**src/fetch_pkg.sv**
```systemverilog
package fetch_pkg;

   // Instruction word and word-address widths
   localparam int insn_w = 32;
   localparam int pc_w = 30;

   // Opcode sits in the low bits of every instruction
   localparam int op_w = 6;
   // Signed word offset of a relative jump fills the rest
   localparam int jofs_w = insn_w - op_w;

   // Relative jump opcodes, everything else is ordinary
   localparam logic [op_w-1:0] op_jmp = 6'h01;
   localparam logic [op_w-1:0] op_jmpl = 6'h02;
   // Conditional forms test the cc flag
   localparam logic [op_w-1:0] op_bt = 6'h03;
   localparam logic [op_w-1:0] op_bf = 6'h04;

   // Jump view of a word
   typedef struct packed {
      logic [jofs_w-1:0] offset;
      logic [op_w-1:0]   opcode;
   } insn_jmp_t;

   // Register view, 5+5+5+11+6 bits
   typedef struct packed {
      logic [4:0]      rd;
      logic [4:0]      rs1;
      logic [4:0]      rs2;
      logic [10:0]     imm;
      logic [op_w-1:0] opcode;
   } insn_reg_t;

   // One 32-bit word, decoded either way
   typedef union packed {
      insn_jmp_t jmp;
      insn_reg_t rr;
   } insn_u;

   // Handed to decode, 32+30+1+1 = 64 bits
   typedef struct packed {
      logic [insn_w-1:0] insn;
      logic [pc_w-1:0]   pc;
      logic              op_jmprel;
      logic              jmprel_link;
   } fetch_out_t;

endpackage

```
**src/fetch_pc.sv**
```systemverilog
`timescale 1ns/1ps

module fetch_pc
   import fetch_pkg::*;
#(
   // Word address of the first instruction
   parameter logic [pc_w-1:0] reset_vector = '0
) (
   input  logic            clk,
   input  logic            rst,
   // Advance enable, follows bus readiness
   input  logic            load,
   input  logic            jmpfar,
   input  logic [pc_w-1:0] jmpfar_addr,
   input  logic            jmprel_taken,
   input  logic [pc_w-1:0] jmprel_offset,
   // Address of the word now on the bus
   output logic [pc_w-1:0] pc,
   // Address to be fetched next
   output logic [pc_w-1:0] pc_nxt
);

   logic [pc_w-1:0] pc_r;

   // Far jump wins over the relative one
   always_comb begin
      if (jmpfar) begin
         pc_nxt = jmpfar_addr;
      end else if (jmprel_taken) begin
         // Offset is already sign extended
         pc_nxt = pc_r + jmprel_offset;
      end else begin
         pc_nxt = pc_r + 1'b1;
      end
   end

   // Starts one word early so the first increment hits the vector
   always_ff @(posedge clk) begin
      if (rst) begin
         pc_r <= reset_vector - 1'b1;
      end else if (load) begin
         pc_r <= pc_nxt;
      end
   end

   assign pc = pc_r;

endmodule

```
**src/fetch_predecode.sv**
```systemverilog
`timescale 1ns/1ps

module fetch_predecode
   import fetch_pkg::*;
(
   input  insn_u           insn,
   // High only for a word being accepted this cycle
   input  logic            insn_valid,
   input  logic            cc,
   output logic            jmprel_taken,
   output logic [pc_w-1:0] jmprel_offset,
   output logic            op_jmprel,
   output logic            jmprel_link
);

   logic [op_w-1:0] opcode;
   // Condition of the jump holds
   logic            cond_ok;

   // Opcode field is common to both views
   assign opcode = insn.jmp.opcode;

   // Widen the 26-bit word offset to a full word address
   assign jmprel_offset = {{(pc_w - jofs_w){insn.jmp.offset[jofs_w-1]}},
                           insn.jmp.offset};

   always_comb begin
      op_jmprel = 1'b0;
      jmprel_link = 1'b0;
      cond_ok = 1'b0;
      case (opcode)
         op_jmp: begin
            op_jmprel = 1'b1;
            cond_ok = 1'b1;
         end
         op_jmpl: begin
            op_jmprel = 1'b1;
            jmprel_link = 1'b1;
            cond_ok = 1'b1;
         end
         // Branch if flag set
         op_bt: begin
            op_jmprel = 1'b1;
            cond_ok = cc;
         end
         // Branch if flag clear
         op_bf: begin
            op_jmprel = 1'b1;
            cond_ok = ~cc;
         end
         default: begin
            // Ordinary instruction, falls through
            cond_ok = 1'b0;
         end
      endcase
   end

   // Stale bus data must not steer the counter
   assign jmprel_taken = insn_valid & op_jmprel & cond_ok;

endmodule

```
**src/fetch_pipebuf.sv**
```systemverilog
`timescale 1ns/1ps

module fetch_pipebuf
   import fetch_pkg::*;
(
   input  logic       clk,
   input  logic       rst,
   // Upstream side
   input  fetch_out_t din,
   input  logic       in_valid,
   output logic       in_ready,
   // Downstream side
   output fetch_out_t dout,
   output logic       out_valid,
   input  logic       out_ready,
   // One pulse per accepted input
   output logic       cas
);

   logic       full;
   fetch_out_t data_r;

   // Room when empty, or when the held entry leaves now
   assign in_ready = ~full | out_ready;
   assign cas = in_valid & in_ready;

   // Occupancy flag
   always_ff @(posedge clk) begin
      if (rst) begin
         full <= 1'b0;
      end else if (cas) begin
         full <= 1'b1;
      end else if (out_ready) begin
         // Drained with nothing new behind it
         full <= 1'b0;
      end
   end

   // Payload only moves on accept, so it is stable while stalled
   always_ff @(posedge clk) begin
      if (cas) begin
         data_r <= din;
      end
   end

   assign dout = data_r;
   assign out_valid = full;

endmodule

```
**src/fetch_unit.sv**
```systemverilog
`timescale 1ns/1ps

module fetch_unit
   import fetch_pkg::*;
#(
   parameter logic [pc_w-1:0] reset_vector = '0
) (
   input  logic              clk,
   input  logic              rst,
   // Instruction bus
   input  logic              ibus_valid,
   output logic              ibus_ready,
   output logic [31:0]       ibus_addr,
   input  logic [insn_w-1:0] ibus_insn,
   // Redirect from later stages
   input  logic              jmpfar,
   input  logic [pc_w-1:0]   jmpfar_addr,
   input  logic              cc,
   // Decode port
   input  logic              idu_ready,
   output logic              idu_valid,
   output fetch_out_t        idu_out
);

   logic [pc_w-1:0] pc;
   logic [pc_w-1:0] pc_nxt;
   logic            jmprel_taken;
   logic [pc_w-1:0] jmprel_offset;
   logic            op_jmprel;
   logic            jmprel_link;
   logic            buf_cas;
   fetch_out_t      buf_in;

   // Counter moves whenever the buffer can take a word
   fetch_pc #(
      .reset_vector (reset_vector)
   ) u_fetch_pc (
      .clk           (clk),
      .rst           (rst),
      .load          (ibus_ready),
      .jmpfar        (jmpfar),
      .jmpfar_addr   (jmpfar_addr),
      .jmprel_taken  (jmprel_taken),
      .jmprel_offset (jmprel_offset),
      .pc            (pc),
      .pc_nxt        (pc_nxt)
   );

   // Bus takes byte addresses
   assign ibus_addr = {pc_nxt, 2'b00};

   // Predecode the word arriving now, gated by the accept pulse
   fetch_predecode u_fetch_predecode (
      .insn          (insn_u'(ibus_insn)),
      .insn_valid    (buf_cas),
      .cc            (cc),
      .jmprel_taken  (jmprel_taken),
      .jmprel_offset (jmprel_offset),
      .op_jmprel     (op_jmprel),
      .jmprel_link   (jmprel_link)
   );

   // Word, its address and flags travel together
   assign buf_in = '{insn: ibus_insn, pc: pc, op_jmprel: op_jmprel,
                     jmprel_link: jmprel_link};

   fetch_pipebuf u_fetch_pipebuf (
      .clk       (clk),
      .rst       (rst),
      .din       (buf_in),
      .in_valid  (ibus_valid),
      .in_ready  (ibus_ready),
      .dout      (idu_out),
      .out_valid (idu_valid),
      .out_ready (idu_ready),
      .cas       (buf_cas)
   );

endmodule

```
**config.mk**
```make
export PLATFORM = sky130hd
export DESIGN_NAME = fetch_unit
export DESIGN_NICKNAME = d
export VERILOG_FILES = /design/src/fetch_pkg.sv /design/src/fetch_pc.sv /design/src/fetch_predecode.sv /design/src/fetch_pipebuf.sv /design/src/fetch_unit.sv
export SDC_FILE = /design/constraint.sdc
export NUM_CORES = 1
export LEC_CHECK = 0
export BUFFER_PORTS_ARGS = -buffer_cell sky130_fd_sc_hd__buf_2
export CAP_MARGIN = 20
export CORE_ASPECT_RATIO = 1.1
export CORE_MARGIN = 10
export CORE_UTILIZATION = 35
export CTS_CLUSTER_DIAMETER = 120
export DETAILED_ROUTE_END_ITERATION = 8
export GPL_TIMING_DRIVEN = 0
export PLACE_DENSITY = 0.57
export SLEW_MARGIN = 20
export SYNTH_ARGS = -nofsm -noshare
export SYNTH_HDL_FRONTEND = slang
export SYNTH_SLANG_ARGS = --single-unit
```
**constraint.sdc**
```tcl
create_clock -name clk -period 8.05 [get_ports clk]
set_input_delay 0.805 -clock clk [delete_from_list [all_inputs] [get_ports clk]]
set_output_delay 0.805 -clock clk [all_outputs]
set_load 0.02 [all_outputs]
```
Word level (Yosys, flattened, before mapping)
Cells that the tools add are included.
{"block": "word_totals", "elab_cells": 28, "input_bits": 68, "out_inout_bits": 98, "ff_bits": 95}
{"block": "classes", "n_bitwise": 6, "n_addsub": 2, "eq_ne": 4, "n_mux": 7, "n_reduce_logical": 3}
{"operator": "30-bit two-way mux", "n": 2}
{"operator": "30-bit by 1-bit adder with 30-bit output, second input constant", "n": 1}
{"operator": "30-bit adder", "n": 1}
{"operator": "6-bit by 2-bit == test with 1-bit output, second input constant", "n": 2}
{"operator": "6-bit by 1-bit == test with 1-bit output, second input constant", "n": 1}
{"operator": "6-bit by 3-bit == test with 1-bit output, second input constant", "n": 1}
{"operator": "1-bit two-way mux", "n": 4}
{"operator": "4-bit OR reduction", "n": 1}
{"operator": "1-bit bitwise AND", "n": 3}
{"operator": "1-bit one-hot mux with 3 select lines", "n": 1}
{"operator": "1-bit inverter", "n": 2}
{"operator": "2-bit nonzero test", "n": 1}
{"operator": "2-bit OR reduction", "n": 1}
{"operator": "1-bit OR", "n": 1}

Longest topological paths before layout
Gate-level depths: netlist of the first run.
{"block": "logic_depth", "word_depth": 7, "ltp_mapped": 18, "mapped_depth_nobuf": 17}

Cells and area by module
Synthesis of the first run repeated with hierarchy kept, for this count alone.
{"block": "unflattened", "cells_unflattened": 530, "area_unflattened_um2": 5462.7}
{"mod": "fetch_pc", "instances": 1, "area_each_um2": 3173.0, "cells_per_inst": 419}
{"mod": "fetch_pipebuf", "instances": 1, "area_each_um2": 1976.9, "cells_per_inst": 69}
{"mod": "fetch_predecode", "instances": 1, "area_each_um2": 294.0, "cells_per_inst": 39}
{"mod": "fetch_unit", "instances": 1, "area_each_um2": 18.8, "cells_per_inst": 3}

Worst setup path before layout of the first run
No wires, ideal clock.
{"block": "synth_path", "path_type": "input to output", "startpoint": "in idu_ready", "endpoint": "out ibus_addr[31]", "slack_ns": 1.857, "arrival_time_ns": 5.388, "path_buffers": 1, "path_stages": 15, "path_cell_list": "nor2b_1 inv_1 and2_1 nor3b_2 clkbuf_1 and2_1 ha_1 and2_2 a31oi_1 nand4b_4 a41o_2 a21oi_4 o311ai_4 xnor2_1 mux2_2"}
{"block": "synth_between", "elab_chain_len": 6}
{"element": "start, declared", "line_no": "fetch_unit.sv:20", "text": "input logic idu_ready,"}
{"element": "1-bit OR", "line_no": "fetch_pipebuf.sv:24", "text": "assign in_ready = ~full | out_ready;"}
{"element": "1-bit bitwise AND", "line_no": "fetch_pipebuf.sv:25", "text": "assign cas = in_valid & in_ready;"}
{"element": "named net buf_cas", "line_no": "fetch_unit.sv:31", "text": "logic buf_cas;"}
{"element": "1-bit bitwise AND (2 in series)", "line_no": "fetch_predecode.sv:59", "text": "assign jmprel_taken = insn_valid & op_jmprel & cond_ok;"}
{"element": "30-bit two-way mux", "line_no": "fetch_pc.sv:29", "text": "end else if (jmprel_taken) begin"}
{"element": "30-bit two-way mux", "line_no": "fetch_pc.sv:27", "text": "if (jmpfar) begin"}
{"element": "end, declared", "line_no": "fetch_unit.sv:13", "text": "output logic [31:0] ibus_addr,"}
The timed path passes the listed nets, and every way through them passes these cells.

Final worst setup path of the first run
Ends and elaborated chain as after synthesis.

==> reports/summary.md, run 1 <==
- **fillcell total** 1462
- **worst path setup slack after routing** 1.764 ns
- **first-pass GRT wire length** 25.26 mm
- **Top Ports** 166
- **Setup Fix Bufs, Post-CTS** 0
- **Hold Slack** 0.4660 ns
- **final slew viol count** 0
- **buffers from clock root to sink, at most** 2
- **total global routing overflow** 0
- **relative max-transition margin** 0.4997
- **pin count of the biggest net entering global routing** 40
- **fraction of layout instances using a drive strength above 1** 0.2894
- **antenna cells** 0
- **post-synth design cell area** 5209 um^2
- **clock tree from TritonCTS** done
- **initial standard-cell utilization of the core** 0.3591
- **Power Density** 202.9 nW/um^2
- **quantity of gates resized following cts** 0
- **top-area cell type share of the netlist area** 0.3690
- **clock root cell** sky130_fd_sc_hd__clkbuf_16
- **TritonCTS buffer count** 9
- **Final setup viols** 0
- **area of the multi-input gates** 2544 um^2
- **cell-internal power** 0.9217 mW
- **largest driver fanout on the critical path** 39
- **commonest cells after routing, fill and taps aside** sky130_fd_sc_hd__buf_2 (164), sky130_fd_sc_hd__edfxtp_1 (64), sky130_fd_sc_hd__nand2_1 (62)
- **HPWL after DPL** 12.88 mm
- **CP startpoint kind** input port
- **switching share of total power** 0.3101
- **path class of the lowest-slack min-delay path** flip-flop to flip-flop
- **dominant cells by area after synthesis** sky130_fd_sc_hd__edfxtp_1 (37%), sky130_fd_sc_hd__dfxtp_1 (12%), sky130_fd_sc_hd__ha_1 (7.0%)
- **depth of the worst register-to-register path** 17
- **Crit Path Class** input port to output port
- **part of the power in the clock network** 0.323
- **setup slack of the most critical reg-to-reg path** 3.01 ns
- **setup slack at placement** 1.699 ns
- **outcome** completed
- **Distinct cells, synth** 61
- **start of the worst register-to-register path** u_fetch_pipebuf.out_valid$_SDFFE_PP0P_
- **wirelength, routed** 16.55 mm
- **vias in the first global route** 4524
- **row count** 46
- **register share of total power** 0.435
- **hold bufs inserted after CTS** 0
- **Layout Area Growth over Synthesis** 26.45%
- **reported leakage power** 2.913 nW
- **RSZ-0062 raised after global routing** no
- **first-iteration detailed-routing DRC count** 322
- **first-pass detailed-route iteration total** 5
- **endpoint required time on the critical path** 7.24 ns
- **Sequential Area** 2542 um^2
- **x dimension of the die** 136.3 um
- **Combinational Power Share** 0.242
- **top achievable clock speed** 159.1 MHz
- **number of instances in the synthesized netlist** 517
- **count of final hold-check violations** 0
- **die height** 147.9 um
- **count of nets left with antenna violations after detail routing** 0
- **capture point of the worst reg-to-reg path** u_fetch_pc.pc[29]$_SDFFE_PP1N_
- **worst IR drop on VDD** 0.08933 mV
- **slew of the pin with the lowest slew margin** 0.7504 ns
- **antenna violations before repair** 0
- **post-detailed-placement cell area** 6291 um^2
- **most area-hungry cell type in the Yosys netlist** sky130_fd_sc_hd__edfxtp_1
- **maxcap violations** 0
- **number of synthesized flops with an enable pin** 64
- **count of buffers from port buffering** 163
- **share of the yosys chip area belonging to registers** 0.4881
- **number of register bits inferred by synthesis** 95
- **total vias in the final route** 4495
- **fraction of registers with async set or reset after synthesis** 0
- **# nets final** 791
- **Min Clock Period, post-route** 6.286 ns
- **most common cell after layout, fill and taps aside** sky130_fd_sc_hd__buf_2
- **Die Footprint** 20170 um^2
- **average wire length per cell after detail routing** 18.59 um
- **post-route clock skew** 0.01219 ns
- **setup TNS** 0 ns
- **switching component of the power** 0.4143 mW
- **area of the core** 14500 um^2
- **crit path capture type** output port
- **Util after Layout** 0.4541
- **H-tree depth** 3
- **flip-flop cell with the highest count after synthesis** sky130_fd_sc_hd__edfxtp_1
- **gpl congestion** 0.8930
- **clock net sink count** 95
- **clock latency at the later pin of the worst-skew pair** 0.36 ns
- **average cell area after synthesis** 10.07 um^2
- **clock-pin slew of the registers on the worst-case setup and hold paths** 0.06 ns
- **worst hold path startpoint** u_fetch_pc.pc[10]$_SDFFE_PP1N_
- **Total GRT Usage** 0.1626
- **yosys synthesis warning count** 0
- **area of all placed cells without fillers** 6586 um^2
- **Cells on Worst Hold Path** 0
- **number of vias per cell** 5.051
- **post-route DRC violation count** 0
- **Worst Hold Path EP** u_fetch_pipebuf.dout[12]$_DFFE_PP_
- **Final Cycle Share** 0.7809
- **critical path data arrival time** 5.48 ns
## power groups by stage
stage	Clock (mW)	Sequential [mW]	Combinational, mW
4_1_cts	0.445	0.581	0.326
2_1_floorplan	0	0.616	0.188
3_3_place_gp	0	0.593	0.321
6_report	0.432	0.581	0.323
3_5_place_dp	0	0.592	0.324
5_1_grt	0.461	0.586	0.358
## routing by layer
layer,vias to the layer above,track usage,wire length [um]
met1,2099,0.1998,7035
met4,0,0.04478,194
li1,2219,-,-
met2,165,0.2626,7731
met5,-,0,0
met3,12,0.05763,1588
## logic make-up (layout without fill, tap and decap cells)
family                     count (synthesis)  in the layout  share of synthesized area
AOI/OAI and AO/OA                        129            129                     0.1679
xor gates and xnor gates                  26             26                    0.04372
and+or+nand+nor                          197            197                     0.1866
DFF                                       95             95                     0.4881
buffers and inverters                     32            212                    0.02474
adders and majority gates                 30             30                    0.07351
muxes                                      7              7                    0.01465
other                                      1              2                  0.0007199
## critical path, stage by stage
cell and delay [ns]:
sky130_fd_sc_hd__buf_2 0.10, sky130_fd_sc_hd__nor2b_1 0.06, sky130_fd_sc_hd__inv_1 0.27, sky130_fd_sc_hd__and2_4 0.46, sky130_fd_sc_hd__buf_12 0.27, sky130_fd_sc_hd__nor3b_2 0.56
sky130_fd_sc_hd__clkbuf_1 0.40, sky130_fd_sc_hd__and2_1 0.20, sky130_fd_sc_hd__ha_1 0.27, sky130_fd_sc_hd__a21oi_1 0.19, sky130_fd_sc_hd__nor2b_1 0.09, sky130_fd_sc_hd__a31oi_1 0.29
sky130_fd_sc_hd__nand4b_4 0.16, sky130_fd_sc_hd__a41o_2 0.31, sky130_fd_sc_hd__a21oi_4 0.28, sky130_fd_sc_hd__o311ai_4 0.14, sky130_fd_sc_hd__xnor2_1 0.17, sky130_fd_sc_hd__mux2_2 0.27
sky130_fd_sc_hd__buf_2 0.16
## worst max path at each step
stage                          from             to  slack, ns
after floorplan           idu_ready  ibus_addr[31]       1.86
after global placement    idu_ready  ibus_addr[31]     0.0001
after detailed placement  idu_ready  ibus_addr[31]       1.70
after CTS                 idu_ready  ibus_addr[31]       1.69
after global routing      idu_ready  ibus_addr[31]       1.34
final                     idu_ready  ibus_addr[31]       1.76
## registers in the layout (all words and copies together) (netlist names)
name                       count
u_fetch_pipebuf.out_valid      1
u_fetch_pipebuf.dout          64
u_fetch_pc.pc                 30
## cell type report
type | count | area share
Buffer | 25 | 0.01558
Clock buffer | 9 | 0.03419
Clock inverter | 7 | 0.01064
Inverter | 7 | 0.003989
Multi-Input combinational cell | 391 | 0.3862
Sequential cell | 95 | 0.3860
Tap cell | 192 | 0.03647
Timing Repair Buffer | 164 | 0.1269
## stage by stage
stage / power [mW] / cells
global route: 1.404 / 890
finish: 1.336 / 890
floorplan: 0.8045 / 518
CTS: 1.352 / 890
global placement: 0.9140 / 873
detailed placement: 0.9161 / 874
## cells in the mapped netlist, drive strengths merged (2+ instances only)
| cell type | n |
|---|---|
| nand2 | 62 |
| and2 | 28 |
| nor2 | 54 |
| nand2b | 3 |
| edfxtp | 64 |
| a211o | 2 |
| a211oi | 2 |
| o21a | 2 |
| ha | 29 |
| a21bo | 2 |
| o21bai | 17 |
| or3 | 7 |
| dfxtp | 31 |
| a21o | 11 |
| nor4b | 3 |
| o211ai | 2 |
| clkbuf | 18 |
| a21oi | 34 |
| inv | 7 |
| o21ai | 30 |
| nor3 | 12 |
| mux2 | 5 |
| o31ai | 3 |
| nand3b | 3 |
| xnor2 | 14 |
| and3 | 5 |
| nand3 | 5 |
| buf | 7 |
| nor2b | 5 |
| mux2i | 2 |
| a31oi | 9 |
| xor2 | 12 |
| nand4 | 5 |
| o31a | 4 |
| a41oi | 2 |
(Power assumes the default switching activity.)
==> run 2: changes to the inputs <==
--- a/config.mk
+++ b/config.mk
@@ -13,7 +13,7 @@
 export CTS_CLUSTER_DIAMETER = 120
 export DETAILED_ROUTE_END_ITERATION = 8
 export GPL_TIMING_DRIVEN = 0
-export PLACE_DENSITY = 0.57
+export PLACE_DENSITY = 0.6
 export SLEW_MARGIN = 20
 export SYNTH_ARGS = -nofsm -noshare
 export SYNTH_HDL_FRONTEND = slang
==> constraint.sdc (replaced) <==
create_clock -name clk -period 5.2 [get_ports clk]
set_input_delay 0.52 -clock clk [delete_from_list [all_inputs] [get_ports clk]]
set_output_delay 0.52 -clock clk [all_outputs]
set_load 0.02 [all_outputs]
==> run 2 against run 1 <==
Net effect: combinational power increased by 57%; power rose by 51%; final cell count is 0.67% higher; register-to-register slack got worse by 2.0 ns; global-route usage rose by 0.11 points; via count is 1.2% higher; clock power rose by 42%; clock skew decreased by 0.0039 ns; critical path type is now flip-flop to output port; largest cell class unchanged; largest power group unchanged.
==> reports/summary.md, run 2 (synthesis results as in run 1) <==
- **worst path setup slack after routing** 0.2691 ns
- **maxcap violations** 0
- **wirelength, routed** 16.55 mm
- **non-filler cells in the finished layout** 896
- **clock net sink count** 95
- **buffers from clock root to sink, at most** 2
- **worst IR drop on VDD** 0.1287 mV
- **die height** 147.9 um
- **HPWL after DPL** 12.78 mm
- **most common cell after layout, fill and taps aside** sky130_fd_sc_hd__buf_2
- **commonest cells after routing, fill and taps aside** sky130_fd_sc_hd__buf_2 (165), sky130_fd_sc_hd__edfxtp_1 (64), sky130_fd_sc_hd__nand2_1 (62)
- **largest driver fanout on the critical path** 37
- **first-pass GRT wire length** 25.60 mm
- **Layout Area Growth over Synthesis** 27.55%
- **total global routing overflow** 0
- **Total GRT Usage** 0.1637
- **outcome** completed
- **number of vias per cell** 5.076
- **area of all placed cells without fillers** 6644 um^2
- **x dimension of the die** 136.3 um
- **count of nets left with antenna violations after detail routing** 0
- **setup TNS** 0 ns
- **Top Ports** 166
- **number of instances in the placed design** 874
- **clock tree from TritonCTS** done
- **row count** 46
- **CP startpoint kind** flip-flop
- **count of final hold-check violations** 0
- **clock-pin slew of the registers on the worst-case setup and hold paths** 0.07 ns
- **path class of the lowest-slack min-delay path** input port to flip-flop
- **RSZ-0062 raised after global routing** no
- **Min Clock Period, post-route** 4.931 ns
- **post-route clock skew** 0.008259 ns
- **reported leakage power** 2.939 nW
- **count of buffers from port buffering** 163
- **first-pass detailed-route iteration total** 5
- **critical path data arrival time** 4.41 ns
- **initial standard-cell utilization of the core** 0.3591
- **post-route DRC violation count** 0
- **relative max-transition margin** 0.4957
- **TritonCTS buffer count** 9
- **area of the core** 14500 um^2
- **pin count of the biggest net entering global routing** 38
- **Final setup viols** 0
- **fraction of layout instances using a drive strength above 1** 0.3026
- **first-iteration detailed-routing DRC count** 192
- **# nets final** 797
- **clock root cell** sky130_fd_sc_hd__clkbuf_16
- **antenna violations before repair** 0
- **Power Density** 304.1 nW/um^2
- **Final Cycle Share** 0.9482
- **H-tree depth** 3
- **Crit Path Class** flip-flop to output port
- **setup slack at placement** -0.6017 ns
- **vias in the first global route** 4765
- **average wire length per cell after detail routing** 18.47 um
- **gpl congestion** 0.8778
- **top achievable clock speed** 202.8 MHz
- **crit path capture type** output port
- **Die Footprint** 20170 um^2
- **clock latency at the later pin of the worst-skew pair** 0.36 ns
- **slew of the pin with the lowest slew margin** 0.7564 ns
- **antenna cells** 0
- **endpoint required time on the critical path** 4.68 ns
- **final slew viol count** 0
- **total vias in the final route** 4548
- **flip-flop count of the largest register, all copies and words added** 64
- **post-detailed-placement cell area** 6291 um^2
run 2: cell types whose count changed in the layout (fill, tap and decap cells not counted), sizes merged:
cell and delta:
and2 +1, bufinv -1, clkinvlp +2, buf +6, inv -1, clkbuf -1
run 2: worst paths after layout:
check | startpoint | endpoint | slack [ns] | cells past startpoint
setup / recovery | u_fetch_pipebuf.out_valid$_SDFFE_PP0P_ | ibus_addr[24] | 0.27 | 18
hold / removal | ibus_insn[6] | u_fetch_pipebuf.dout[38]$_DFFE_PP_ | 0.35 | 1
setup reg to reg | u_fetch_pipebuf.out_valid$_SDFFE_PP0P_ | u_fetch_pc.pc[20]$_SDFFE_PP1N_ | 1.03 | 18
hold reg to reg | u_fetch_pc.pc[10]$_SDFFE_PP1N_ | u_fetch_pipebuf.dout[12]$_DFFE_PP_ | 0.47 | 0
run 2: metal layers:
metal	track usage	share of wire
met1	0.1877	0.41
met4	0.04904	0.013
met3	0.05220	0.085
met2	0.2826	0.49
met5	0	0
run 2: worst max-delay path, stage by stage (launching register included):
cell                       delay, ns
sky130_fd_sc_hd__dfxtp_1        0.31
sky130_fd_sc_hd__nor2b_2        0.16
sky130_fd_sc_hd__inv_2          0.18
sky130_fd_sc_hd__and2_4         0.20
sky130_fd_sc_hd__buf_12         0.21
sky130_fd_sc_hd__nor3b_4        0.28
sky130_fd_sc_hd__buf_4          0.16
sky130_fd_sc_hd__nand2b_1       0.05
sky130_fd_sc_hd__ha_1           0.21
sky130_fd_sc_hd__fa_1           0.45
sky130_fd_sc_hd__a211oi_2       0.35
sky130_fd_sc_hd__nor4b_2        0.12
sky130_fd_sc_hd__o21ai_2        0.24
sky130_fd_sc_hd__o21a_1         0.23
sky130_fd_sc_hd__nand3b_1       0.22
sky130_fd_sc_hd__mux2i_1        0.21
sky130_fd_sc_hd__nand4_1        0.16
sky130_fd_sc_hd__nand2_1        0.12
sky130_fd_sc_hd__buf_2          0.17
run 2: stage by stage:
step	power (mW)	hold WS (ns)	utilization
3_3_place_gp	1.410	0.4499	0.4323
5_1_grt	2.126	0.3430	0.4581
4_1_cts	2.042	0.3363	0.4561
6_report	2.020	0.3462	0.4581
3_5_place_dp	1.417	0.4481	0.4337
2_1_floorplan	1.245	0.4301	-
run 2: layout make-up:
class,instances,area (um^2)
multi-input combinational,392,2584
buffer,25,105.1
fill,1424,7860
clock inverter,7,47.55
timing repair buffer,169,873.3
inverter,7,26.28
clock buffer,9,225.2
sequential,95,2542
tap,192,240.2
run 2: report_power, final:
part           internal (mW)  total (mW)  switching (mW)
sequential             0.871       0.900          0.0287
clock                  0.323       0.614           0.291
combinational          0.186       0.506           0.321
run 2: repair_timing:
item | in CTS | in global routing
endpoints found under the setup margin | 23 | 12
pin swaps | 1 | 2
cloned | 1 | 0
buffers inserted | 4 | 1
hold buffers | 0 | 0
gates resized for setup | 4 | 6
==> run 3: changes to the inputs <==
--- a/config.mk
+++ b/config.mk
@@ -13,7 +13,7 @@
 export CTS_CLUSTER_DIAMETER = 120
 export DETAILED_ROUTE_END_ITERATION = 8
 export GPL_TIMING_DRIVEN = 0
-export PLACE_DENSITY = 0.6
+export PLACE_DENSITY = 0.57
 export SLEW_MARGIN = 20
 export SYNTH_ARGS = -nofsm -noshare
 export SYNTH_HDL_FRONTEND = slang
==> constraint.sdc (replaced) <==
create_clock -name clk -period 4.8 [get_ports clk]
set_input_delay 0.48 -clock clk [delete_from_list [all_inputs] [get_ports clk]]
set_output_delay 0.48 -clock clk [all_outputs]
set_load 0.02 [all_outputs]
==> run 3 against run 2 <==
Net effect: non-clock buffer count increased by 7; register-to-register slack got worse by 0.16 ns; setup slack got worse by 0.12 ns; sequential share of layout area decreased by 1.6 points; via count increased by 1.3%; clock-buffer cell count increased by 2; clock power increased by 26%; final cell count increased by 0.78%; power increased by 16%; largest power group unchanged.
==> reports/summary.md, run 3 (synthesis results as in run 1) <==
- **outcome** completed
- **area of all placed cells without fillers** 6945 um^2
- **Min Clock Period, post-route** 4.655 ns
- **wirelength, routed** 17.65 mm
- **start of the worst register-to-register path** u_fetch_pipebuf.out_valid$_SDFFE_PP0P_
- **total vias in the final route** 4607
- **ordered list of cells on the worst path** nor2b_4 -> clkinv_4 -> and2_4 -> buf_16 -> nor3b_4 -> buf_6 -> buf_4 -> and2_1 -> ha_2 -> and2_4 -> a221oi_4 -> a21oi_2 -> nand4b_4 -> a41o_4 -> a21oi_4 -> o311ai_4 -> xnor2_1 -> mux2_2 -> buf_2
- **switching share of total power** 0.3046
- **depth of the worst register-to-register path** 19
- **TritonCTS buffer count** 9
- **Hold Slack** 0.3122 ns
- **reported leakage power** 3.038 nW
- **HPWL after DPL** 13.09 mm
- **Top Ports** 166
- **Top cell by count, worst path** sky130_fd_sc_hd__and2_4
- **number of instances in the placed design** 874
- **largest driver fanout on the critical path** 12
- **# nets final** 804
- **antenna violations before repair** 0
- **clock net sink count** 95
- **relative max-transition margin** 0.4793
- **slew of the pin with the lowest slew margin** 0.7811 ns
- **setup slack of the most critical reg-to-reg path** 0.87 ns
- **top achievable clock speed** 214.8 MHz
- **Total GRT Usage** 0.1706
- **number of vias per cell** 5.102
- **gpl congestion** 0.8522
- **first-iteration detailed-routing DRC count** 220
- **WL met2** 8.095 mm
- **clock-pin slew of the registers on the worst-case setup and hold paths** 0.07 ns
- **CP startpoint kind** flip-flop
- **hold bufs inserted after CTS** 0
- **worst path setup slack after routing** 0.1453 ns
- **fraction of layout instances using a drive strength above 1** 0.3305
- **RSZ-0062 raised after global routing** no
- **first-pass detailed-route iteration total** 5
- **Top Metal Used** met4
- **register share of total power** 0.418
- **Final Cycle Share** 0.9697
- **clock latency at the later pin of the worst-skew pair** 0.36 ns
- **part of the power in the clock network** 0.329
- **pin count of the biggest net entering global routing** 24
- **Worst Hold Path EP** u_fetch_pipebuf.dout[47]$_DFFE_PP_
- **setup slack at placement** -0.7800 ns
- **post-detailed-placement cell area** 6291 um^2
- **maxcap violations** 0
- **Layout Area Growth over Synthesis** 33.34%
- **crit path capture type** output port
- **flip-flop count of the largest register, all copies and words added** 64
- **x dimension of the die** 136.3 um
- **worst hold path startpoint** ibus_insn[15]
- **Cells on Worst Hold Path** 1
- **switching component of the power** 0.7131 mW
- **capture point of the worst reg-to-reg path** u_fetch_pc.pc[21]$_SDFFE_PP1N_
- **Combinational Power Share** 0.253
- **length of routed wiring on met1** 7.743 mm
- **area of the core** 14500 um^2
- **final slew viol count** 0
- **most common cell after layout, fill and taps aside** sky130_fd_sc_hd__buf_2
- **Crit Path Class** flip-flop to output port
- **antenna cells** 0
- **count of final hold-check violations** 0
- **post-route clock skew** 0.008801 ns
- **row count** 46
- **non-filler cells in the finished layout** 903
- **die height** 147.9 um
- **Critical Path Max Stage Delay** 0.33 ns
- **total global routing overflow** 0
- **worst IR drop on VDD** 0.1231 mV
- **critical-path cell with the highest stage delay** sky130_fd_sc_hd__dfxtp_2
- **Die Footprint** 20170 um^2
- **Final setup viols** 0
- **clock root cell** sky130_fd_sc_hd__clkbuf_16
- **critical path data arrival time** 4.17 ns
- **post-route DRC violation count** 0
- **CP top delay family** simple AND/OR/NAND/NOR gates
- **Power Density** 337.0 nW/um^2
- **Routed met3 length** 1.586 mm
- **H-tree depth** 3
- **clock tree from TritonCTS** done
- **endpoint required time on the critical path** 4.32 ns
- **cell-internal power** 1.628 mW
- **commonest cells after routing, fill and taps aside** sky130_fd_sc_hd__buf_2 (161), sky130_fd_sc_hd__edfxtp_1 (64), sky130_fd_sc_hd__nand2_1 (62)
- **vias in the first global route** 4706
- **count of buffers from port buffering** 163
- **buffers from clock root to sink, at most** 2
- **count of nets left with antenna violations after detail routing** 0
- **first-pass GRT wire length** 26.46 mm
- **average wire length per cell after detail routing** 19.55 um
- **post-layout power** 2.341 mW
- **initial standard-cell utilization of the core** 0.3591
- **path class of the lowest-slack min-delay path** input port to flip-flop
- **count of buffering cells on the critical path with inverters included** 5
run 3: changes by cell type in the layout (fill, tap and decap cells not counted), moves of 2 or more:
cell | previous run | this run
sky130_fd_sc_hd__a21oi_2 | 0 | 2
sky130_fd_sc_hd__o21ai_1 | 8 | 10
sky130_fd_sc_hd__ha_1 | 29 | 22
sky130_fd_sc_hd__bufinv_16 | 0 | 2
sky130_fd_sc_hd__a21oi_1 | 33 | 31
sky130_fd_sc_hd__buf_4 | 7 | 15
sky130_fd_sc_hd__buf_2 | 165 | 161
sky130_fd_sc_hd__ha_2 | 0 | 3
sky130_fd_sc_hd__ha_4 | 0 | 4
sky130_fd_sc_hd__clkinv_1 | 2 | 0
sky130_fd_sc_hd__clkinvlp_4 | 3 | 1
sky130_fd_sc_hd__o21ai_0 | 21 | 18
run 3: how the worst max path moves through the flow:
stage / start / endpoint / slack (ns) / cells past startpoint
final: u_fetch_pipebuf.out_valid$_SDFFE_PP0P_ / ibus_addr[31] / 0.15 / 19
after global routing: u_fetch_pipebuf.out_valid$_SDFFE_PP0P_ / ibus_addr[31] / 0.008 / 19
after CTS: u_fetch_pipebuf.out_valid$_SDFFE_PP0P_ / ibus_addr[31] / 0.02 / 19
after detailed placement: idu_ready / ibus_addr[31] / -0.78 / 17
after global placement: idu_ready / ibus_addr[31] / -1.49 / 18
after floorplan: idu_ready / ibus_addr[31] / 0.007 / 15
run 3: repair_timing:
action                                  4_1_cts  5_1_grt
setup buffers                                 6        6
pin swaps                                     3        8
resized for setup                            15       25
gates cloned                                  2        1
endpoints found under the setup margin       33       12
run 3: worst register-to-register path, cell delays in order, from the launching register on:
cell,delay (ns)
sky130_fd_sc_hd__dfxtp_2,0.33
sky130_fd_sc_hd__nor2b_4,0.19
sky130_fd_sc_hd__clkinv_4,0.06
sky130_fd_sc_hd__and2_4,0.18
sky130_fd_sc_hd__buf_16,0.16
sky130_fd_sc_hd__nor3b_4,0.17
sky130_fd_sc_hd__buf_6,0.15
sky130_fd_sc_hd__buf_4,0.14
sky130_fd_sc_hd__and2_1,0.15
sky130_fd_sc_hd__ha_2,0.30
sky130_fd_sc_hd__and2_4,0.17
sky130_fd_sc_hd__a221oi_4,0.25
sky130_fd_sc_hd__a21oi_2,0.09
sky130_fd_sc_hd__nand4b_4,0.21
sky130_fd_sc_hd__a41o_4,0.34
sky130_fd_sc_hd__a21oi_4,0.21
sky130_fd_sc_hd__buf_4,0.18
sky130_fd_sc_hd__xor2_1,0.19
sky130_fd_sc_hd__o21ai_1,0.10
sky130_fd_sc_hd__o31a_1,0.26
run 3: per-layer routing:
metal,up-vias,GRT usage
met5,-,0
met4,0,0.04318
met3,16,0.05864
met2,182,0.2753
met1,2159,0.2125
li1,2250,-
run 3: power by group through the flow:
stage,clock [mW],sequential (mW),combinational (mW)
4_1_cts,0.790,0.976,0.569
5_1_grt,0.820,0.985,0.647
6_report,0.771,0.978,0.592
3_5_place_dp,0,0.994,0.548
3_3_place_gp,0,0.993,0.541
2_1_floorplan,0,1.03,0.316
run 3: final cells by class:
| class | count | area, um^2 |
|---|---|---|
| Buffer | 23 | 107.6 |
| Clock buffer | 11 | 232.7 |
| Clock inverter | 5 | 81.33 |
| Fill cell | 1419 | 7559 |
| Inverter | 7 | 31.28 |
| Multi-Input combinational cell | 392 | 2709 |
| Sequential cell | 95 | 2544 |
| Tap cell | 192 | 240.2 |
| Timing Repair Buffer | 178 | 999.7 |
run 3: metrics by stage:
stage	setup TNS, ns	utilization
3_5_place_dp	-12.96	0.4337
3_3_place_gp	-45.72	0.4323
5_1_grt	0	0.4789
4_1_cts	0	0.4660
6_report	0	0.4789
2_1_floorplan	0	-
